File: src/common/glb_pkg.sv
// global buffer shared definitions
package glb_pkg;

    // processor side
    localparam int BANK_DATA_WIDTH = 64;
    localparam int BANK_STRB_WIDTH = BANK_DATA_WIDTH / 8;
    localparam int GLB_ADDR_WIDTH = 16;
    localparam int BYTE_OFFSET_WIDTH = 3;

    // configuration side
    localparam int CFG_ADDR_WIDTH = 12;
    localparam int CFG_DATA_WIDTH = 32;
    localparam int CFG_TILE_SEL_LSB = 8;
    localparam int CFG_TILE_SEL_WIDTH = 4;
    localparam int CFG_REG_SEL_LSB = 2;
    localparam int CFG_REG_SEL_WIDTH = 2;

    // per-tile register map
    localparam int CFG_REG_TILE_EN = 0;
    localparam int CFG_REG_WR_COUNT = 1;

    typedef struct packed {
        logic [BANK_DATA_WIDTH-1:0] rd_data;
        logic                       rd_data_valid;
    } rdrs_packet_t;

    typedef struct packed {
        logic                       wr_en;
        logic [BANK_STRB_WIDTH-1:0] wr_strb;
        logic [GLB_ADDR_WIDTH-1:0]  wr_addr;
        logic [BANK_DATA_WIDTH-1:0] wr_data;
        logic                       rd_en;
        logic [GLB_ADDR_WIDTH-1:0]  rd_addr;
        rdrs_packet_t               rdrs;
    } proc_packet_t;

    typedef struct packed {
        logic [CFG_DATA_WIDTH-1:0] rd_data;
        logic                      rd_data_valid;
    } cfg_rdrs_t;

    typedef struct packed {
        logic                      wr_en;
        logic                      rd_en;
        logic [CFG_ADDR_WIDTH-1:0] addr;
        logic [CFG_DATA_WIDTH-1:0] wr_data;
        cfg_rdrs_t                 rdrs;
    } cfg_packet_t;

    // tile index sits above the byte offset and the bank word address
    function automatic logic [GLB_ADDR_WIDTH-1:0] proc_tile_index(
        input logic [GLB_ADDR_WIDTH-1:0] addr,
        input int                        bank_addr_width
    );
        return addr >> (BYTE_OFFSET_WIDTH + bank_addr_width);
    endfunction

    function automatic logic [CFG_TILE_SEL_WIDTH-1:0] cfg_tile_index(
        input logic [CFG_ADDR_WIDTH-1:0] addr
    );
        return addr[CFG_TILE_SEL_LSB +: CFG_TILE_SEL_WIDTH];
    endfunction

    function automatic logic [CFG_REG_SEL_WIDTH-1:0] cfg_reg_index(
        input logic [CFG_ADDR_WIDTH-1:0] addr
    );
        return addr[CFG_REG_SEL_LSB +: CFG_REG_SEL_WIDTH];
    endfunction

endpackage

File: src/logic/glb_dummy_start.sv
// global buffer entry block
`timescale 1ns/1ps

module glb_dummy_start #(
    parameter int NUM_TILES = 4,
    parameter int BANK_ADDR_WIDTH = 6
) (
    input  logic                                 clk,
    input  logic                                 reset,

    // processor port
    input  logic                                 proc_wr_en,
    input  logic [glb_pkg::BANK_STRB_WIDTH-1:0]  proc_wr_strb,
    input  logic [glb_pkg::GLB_ADDR_WIDTH-1:0]   proc_wr_addr,
    input  logic [glb_pkg::BANK_DATA_WIDTH-1:0]  proc_wr_data,
    input  logic                                 proc_rd_en,
    input  logic [glb_pkg::GLB_ADDR_WIDTH-1:0]   proc_rd_addr,
    output logic [glb_pkg::BANK_DATA_WIDTH-1:0]  proc_rd_data,
    output logic                                 proc_rd_data_valid,

    // configuration port
    input  logic                                 cfg_wr_en,
    input  logic                                 cfg_rd_en,
    input  logic [glb_pkg::CFG_ADDR_WIDTH-1:0]   cfg_addr,
    input  logic [glb_pkg::CFG_DATA_WIDTH-1:0]   cfg_wr_data,
    output logic [glb_pkg::CFG_DATA_WIDTH-1:0]   cfg_rd_data,
    output logic                                 cfg_rd_data_valid,

    // chains
    output glb_pkg::proc_packet_t                proc_packet_esto,
    input  glb_pkg::rdrs_packet_t                proc_rdrs_wsti,
    output glb_pkg::cfg_packet_t                 cfg_packet_esto,
    input  glb_pkg::cfg_rdrs_t                   cfg_rdrs_wsti
);
    import glb_pkg::*;

    logic proc_rd_unmapped;
    logic cfg_rd_unmapped;

    // no tile will claim these, so the response is launched here already
    assign proc_rd_unmapped = proc_rd_en &&
        (int'(proc_tile_index(proc_rd_addr, BANK_ADDR_WIDTH)) >= NUM_TILES);
    assign cfg_rd_unmapped = cfg_rd_en && (int'(cfg_tile_index(cfg_addr)) >= NUM_TILES);

    // eastward packets
    always_ff @(posedge clk or posedge reset) begin
        if (reset) begin
            proc_packet_esto <= '0;
            cfg_packet_esto <= '0;
        end else begin
            proc_packet_esto.wr_en <= proc_wr_en;
            proc_packet_esto.wr_strb <= proc_wr_strb;
            proc_packet_esto.wr_addr <= proc_wr_addr;
            proc_packet_esto.wr_data <= proc_wr_data;
            proc_packet_esto.rd_en <= proc_rd_en;
            proc_packet_esto.rd_addr <= proc_rd_addr;
            proc_packet_esto.rdrs.rd_data <= '0;
            proc_packet_esto.rdrs.rd_data_valid <= proc_rd_unmapped;

            cfg_packet_esto.wr_en <= cfg_wr_en;
            cfg_packet_esto.rd_en <= cfg_rd_en;
            cfg_packet_esto.addr <= cfg_addr;
            cfg_packet_esto.wr_data <= cfg_wr_data;
            cfg_packet_esto.rdrs.rd_data <= '0;
            cfg_packet_esto.rdrs.rd_data_valid <= cfg_rd_unmapped;
        end
    end

    // returns from tile 0
    always_ff @(posedge clk or posedge reset) begin
        if (reset) begin
            proc_rd_data <= '0;
            proc_rd_data_valid <= 1'b0;
            cfg_rd_data <= '0;
            cfg_rd_data_valid <= 1'b0;
        end else begin
            proc_rd_data <= proc_rdrs_wsti.rd_data;
            proc_rd_data_valid <= proc_rdrs_wsti.rd_data_valid;
            cfg_rd_data <= cfg_rdrs_wsti.rd_data;
            cfg_rd_data_valid <= cfg_rdrs_wsti.rd_data_valid;
        end
    end

    // round trip through every tile is fixed
    proc_rd_latency_a: assert property (@(posedge clk) disable iff (reset)
        proc_rd_data_valid |-> $past(proc_rd_en, 2 * NUM_TILES + 2));

    cfg_rd_latency_a: assert property (@(posedge clk) disable iff (reset)
        cfg_rd_data_valid |-> $past(cfg_rd_en, 2 * NUM_TILES + 2));

endmodule

File: config.mk
export PLATFORM = sky130hd
export DESIGN_NAME = glb_dummy_start
export DESIGN_NICKNAME = d
export VERILOG_FILES = /design/src/common/glb_pkg.sv /design/src/logic/glb_dummy_start.sv
export SDC_FILE = /design/constraint.sdc
export NUM_CORES = 1
export LEC_CHECK = 0
export BUFFER_PORTS_ARGS = -buffer_cell sky130_fd_sc_hd__buf_2
export CORE_AREA = 4 4 229 231
export DETAILED_ROUTE_END_ITERATION = 7
export DIE_AREA = 0 0 233 235
export RECOVER_POWER = 50
export SETUP_SLACK_MARGIN = 0.2
export SLEW_MARGIN = 10
export SYNTH_ARGS = -nofsm -noshare
export SYNTH_HDL_FRONTEND = slang
export SYNTH_SLANG_ARGS = --single-unit
File: constraint.sdc
create_clock -name clk -period 14.37 [get_ports clk]
set_input_delay 0.7185 -clock clk [delete_from_list [all_inputs] [get_ports clk]]
set_output_delay 0.7185 -clock clk [all_outputs]
set_load 0.01 [all_outputs]
==> impl_metrics.toml, run 1 <==
[global_route]
antenna_found_initial = 8
grt_pass1_wl_um = 33540
grt_pass1_vias = 5015
grt_use_total_pct = 8.298
grt_max_degree = 117
overflow = 0

[sta]
rsz0062_at_grt = "no"
fin_crit_ps = 4105
worstMarginPinSlew_ps = 4896
finalCritPeriodShare_pct = 28.57
hold_viol = 0
slew_viol_final = 117
fmax_mhz = 243.6
tns_ps = 0
finalSetupViolCount = 0
slew_headroom_pct = -228.2

[logic_synthesis]
ys_seq_elements = 252
netlist_instances = 353
yosysWarnings = 0
synth_adder_area_share_pct = 0
synth_xor_area_share_pct = 0
synth_cell_type_count = 6
synth_mux_area_share_pct = 0
synth_compound_area_share_pct = 0.2128
synthSimpleGateAreaFrac_pct = 0.1064
syn_avg_cell_area_sq_um = 19.99
synth_area_sq_um = 7057
synth_seq_area_share_pct = 89.36
synth_top_family_by_area = "buffers and inverters"

[power]
p_sw_share_pct = 22.77
pwr-share-comb_pct = 7.4
cellPowerDensity_nw_per_um2 = 148.0
switchingPower_uw = 371.1
vdd_drop_max_v = 0.00008725
power.internal_mw = 1.259
p_leak_nw = 5.602
seqPwrFrac_pct = 46.4
clockPowerShare_pct = 46.1

[critical_path]
path_class = "in2async"
crit_path_end_kind = "asynchronous set/reset pin"
required_ps = 14940
crit_arrival_ps = 4680
cp_max_fo = 116
start_kind = "input pin"

[floorplan]
core_sq_um = 50070
fp.dieH_um = 235
rows = 82
ios = 600
die-area_sq_um = 54760
start_util_pct = 14.09
die_w_um = 233

[clock_tree]
cts_tree = "built"
clock_path_buffers = 3
ctsRootBufferMaster = "clkbuf_16"
numCtsBuffers = 29
postCtsSetupBuffers = 0
hold_buffers = 0
clock-sinks = 252
cts_resized = 0
ctsHtreeMaxLevel = 1
clk_pin_slew_ps = 60

[outcome]
failed_checks = "max-capacitance violations, max-slew violations"
status = "finished, violations left"

[layout]
area_growth_syn_to_layout_pct = 56.08
drive_gt1_share_pct = 55.60
regArea_sq_um = 6306
fillers = 5364
instances_no_fill = 1584
multi_input_area_sq_um = 382.9
fin_nets = 1140

[detailed_routing]
num_vias = 4588
firstDrtPassIters = 4
drt_iter0_drc = 141
ant_nets = 0
wire_per_inst_um = 15.49
routed_wl_um = 24540
viasPerCell = 2.896
drc = 0

[placement]
place_congestion = 0.7921
place_inst = 1529
place_hpwl_um = 20150
io_buffers = 503

[min_path]
hold_class = "in2reg"

[flow_run]
cap_violations = 1
[synth_stat cells]
master   count  area share (%)
o21a_1       2            0.21
buf_4       96              10
conb_1       1           0.053
inv_1        1           0.053
or4_1        1            0.11
dfrtp_1    252              89
[sequential cells by signal, indices dropped and copies added, names as in the netlist]
signal	cells
proc_rd_data_valid	1
proc_packet_esto	107
proc_rd_data	64
cfg_rd_data	32
cfg_packet_esto	47
cfg_rd_data_valid	1
[power groups by stage]
stage	clock network [mW]	registers [mW]	logic, mW
global placement	0	0.768	0.125
floorplan	0	0.788	0.0408
detailed placement	0	0.769	0.127
finish	0.752	0.757	0.121
CTS	0.794	0.757	0.127
global route	0.821	0.760	0.134
[through the flow]
step | total power, mW | instance area (sq um) | utilization, % | setup WS [ps] | hold slack, ps
final | 1.630 | 11010 | 22.00 | 10270 | 268.7
after floorplan | 0.8293 | 7413 | - | 6723 | 749.9
after global routing | 1.714 | 11010 | 21.99 | 9337 | 214.8
after CTS | 1.678 | 11080 | 22.12 | 12470 | 203.3
after global placement | 0.8937 | 10070 | 20.12 | 12030 | 826.1
after detailed placement | 0.8957 | 10070 | 20.12 | 11960 | 827.8
[critical path: stages]
cell and delay (ps):
buf_2 100, clkinvlp_2 2740, buf_4 980
[cell type report]
cell class / instances / area share (%)
antenna: 2 / 0.04544
clock buffer: 42 / 7.759
clock inverter: 11 / 1.340
inverter: 1 / 0.04544
multi-input combinational: 99 / 3.476
sequential: 252 / 57.25
tap: 672 / 7.634
timing repair buffer: 505 / 22.45
[per-layer routing]
layer / vias to the layer above / part of all wire (%) / GRT usage [%]
met1: 2193 / 30 / 7.674
met5: - / 0.22 / 0
met3: 47 / 15 / 4.409
li1: 1972 / - / -
met2: 368 / 51 / 15.40
met4: 8 / 3.4 / 2.807
[layout by cell type (no fill, tap or decap)]
master      instances
clkinvlp_2          1
clkinv_2            3
dfrtp_1           252
clkinvlp_4          1
clkbuf_1           53
conb_1             96
buf_2             455
clkbuf_16          29
diode_2             2
buf_4               2
clkinv_4            2
inv_6               2
o21a_1              2
bufinv_16           3
or4_1               1
clkbuf_8            8
[kinds of logic after synthesis]
group | after synthesis
AO/OA/AOI/OAI | 2
flip-flops | 252
buffers and inverters | 97
other | 1
AND/OR/NAND/NOR | 1
[path summary, 6_finish.rpt]
path,startpoint,endpoint,slack [ps],cells after the start
worst max-delay path,reset,proc_packet_esto[106]$_DFF_PP0_,10270,3
worst min-delay path,cfg_wr_data[10],cfg_packet_esto[43]$_DFF_PP0_,270,1
max in group clk,proc_rd_data[61]$_DFF_PP0_,proc_rd_data[61],12540,1
min in group asynchronous,reset,cfg_packet_esto[66]$_DFF_PP0_,1690,2
No activity file was read; power rests on OpenSTA's default activity.
==> run 2: changes to the inputs <==
--- a/config.mk
+++ b/config.mk
@@ -6,9 +6,9 @@
 export NUM_CORES = 1
 export LEC_CHECK = 0
 export BUFFER_PORTS_ARGS = -buffer_cell sky130_fd_sc_hd__buf_2
-export CORE_AREA = 4 4 229 231
+export CORE_AREA = 4 4 230 232
 export DETAILED_ROUTE_END_ITERATION = 7
-export DIE_AREA = 0 0 233 235
+export DIE_AREA = 0 0 234 236
 export RECOVER_POWER = 50
 export SETUP_SLACK_MARGIN = 0.2
 export SLEW_MARGIN = 10
==> constraint.sdc (replaced) <==
create_clock -name clk -period 3.4 [get_ports clk]
set_input_delay 0.17 -clock clk [delete_from_list [all_inputs] [get_ports clk]]
set_output_delay 0.17 -clock clk [all_outputs]
set_load 0.01 [all_outputs]
==> run 2 against run 1 <==
Against the previous run: the flow now finishes without violations; hold slack worse by 12 ps; final cell count is 16% higher; critical path depth rose by 1; global-route usage rose by 1.2 points; sequential power grew to 4.2 times the previous value; final area is 22% higher; setup slack lost 8300 ps; utilization grew 4.3 points; routed wire length increased by 15%; non-clock buffer count grew 253; combinational power grew to 6.3 times the previous value; flip-flop and latch count unchanged; critical endpoint is now proc_packet_esto[109]$_DFF_PP0_.
==> impl_metrics.toml, run 2 (synthesized netlist as in run 1, its figures left out) <==
[outcome]
status = "completed"

[layout]
reg_top3 = "proc_packet_esto: 107 flops, proc_rd_data: 64 flops, cfg_packet_esto: 47 flops"
fin_nets = 1392
drive_gt1_share_pct = 39.71
final_cell_mix = "411 x buf_2, 252 x dfrtp_1, 251 x dlygate4sd3_1"
instances_no_fill = 1845
area_growth_syn_to_layout_pct = 90.28
top_register = "proc_packet_esto"
fin_util_pct = 26.33
largest_reg_flops = 107
final_common_cell = "buf_2"
fillers = 5252

[clock_tree]
clock-sinks = 252
clock_path_buffers = 3
numCtsBuffers = 28
ctsRootBufferMaster = "clkbuf_16"
cts_tree = "built"
cts_resized = 0
ctsHtreeMaxLevel = 1
clk_pin_slew_ps = 60

[sta]
slew_headroom_pct = 32.88
finalSetupViolCount = 0
slew_viol_final = 0
rsz0062_at_grt = "no"
worstMarginPinSlew_ps = 1001
fmax_mhz = 690.1
timing.hold.ws_ps = 256.5
finalCritPeriodShare_pct = 42.62
hold_viol = 0
worst_slack_ps = 1951
fin_crit_ps = 1449

[detailed_routing]
num_vias = 5644
firstDrtPassIters = 4
met3_length_um = 3270
drt-met1-wl_um = 9845
viasPerCell = 3.059
drc = 0
routed_wl_um = 28230
wire_per_inst_um = 15.30
met2_wirelength_um = 14340
drt_iter0_drc = 80
top_layer_used = "met5"
ant_nets = 0

[critical_path]
crit_arrival_ps = 2060
start_kind = "input pin"
required_ps = 4010
cp_max_fo = 116
crit_path_end_kind = "asynchronous set/reset pin"
path_class = "in2async"

[placement]
place_congestion = 0.8021
place_inst = 1539
post-place-ws_ps = 2116
place_hpwl_um = 20320
io_buffers = 503

[global_route]
grt_pass1_wl_um = 39330
antenna_found_initial = 18
grt_max_degree = 117
grt_use_total_pct = 9.469
overflow = 0
grt_pass1_vias = 6323

[power]
p_leak_nw = 6.495
cellPowerDensity_nw_per_um2 = 511.7
vdd_drop_max_v = 0.0003441
p_total_mw = 6.871

[floorplan]
rows = 83
ios = 600
die-area_sq_um = 55220
fp.dieH_um = 236
die_w_um = 234
core_sq_um = 50990
start_util_pct = 13.84

[flow_run]
cap_violations = 0

[min_path]
hold_class = "in2reg"
min-delay-start = "cfg_wr_data[14]"
hold_path_end = "cfg_packet_esto[47]$_DFF_PP0_"
hold_path_depth = 2
run 2: per-layer routing:
metal  up-vias  GRT usage, %
li1       2481             -
met1      2723         9.837
met2       380         17.66
met3        54         3.551
met4         6         2.629
met5         -             0
run 2: how the worst max path moves through the flow:
stage | end | startpoint
5_1_grt | proc_packet_esto[161]$_DFF_PP0_ | reset
3_5_place_dp | cfg_rd_data[6]$_DFF_PP0_ | reset
4_1_cts | proc_packet_esto[147] | proc_packet_esto[147]$_DFF_PP0_
6_report | proc_packet_esto[109]$_DFF_PP0_ | reset
3_3_place_gp | proc_packet_esto[81]$_DFF_PP0_ | reset
2_1_floorplan | cfg_packet_esto[0]$_DFF_PP0_ | reset
run 2: cell type report:
| cell class | count | area (sq um) | area share, % |
|---|---|---|---|
| antenna | 4 | 10.01 | 0.07454 |
| clock buffer | 40 | 827.0 | 6.159 |
| clock inverter | 11 | 82.58 | 0.6150 |
| inverter | 1 | 5.005 | 0.03727 |
| multi-input combinational | 99 | 382.9 | 2.851 |
| sequential | 252 | 6306 | 46.96 |
| tap | 680 | 850.8 | 6.336 |
| timing repair buffer | 758 | 4964 | 36.96 |
run 2: through the flow:
step,area [sq um],TNS [ps]
after CTS,13540,0
after global placement,10120,0
after floorplan,7417,-21590
final,13430,0
after global routing,13420,0
after detailed placement,10120,0
run 2: critical path, cell delays in order:
cell	delay (ps)
dlygate4sd3_1	520
buf_2	120
clkinvlp_2	590
buf_12	470
run 2: repair_timing:
action / in CTS / in global routing
hold buffers: 251 / 0
setup buffers: 0 / 0
hold endpoints to repair: 268 / 0
run 2: report_power, final:
part           total [mW]  switching (mW)  internal, mW  leakage (nW)
clock                2.92            1.22          1.70         0.444
combinational       0.757           0.374         0.383          3.11
sequential           3.19          0.0432          3.15          2.94
total                6.87            1.64          5.23          6.50
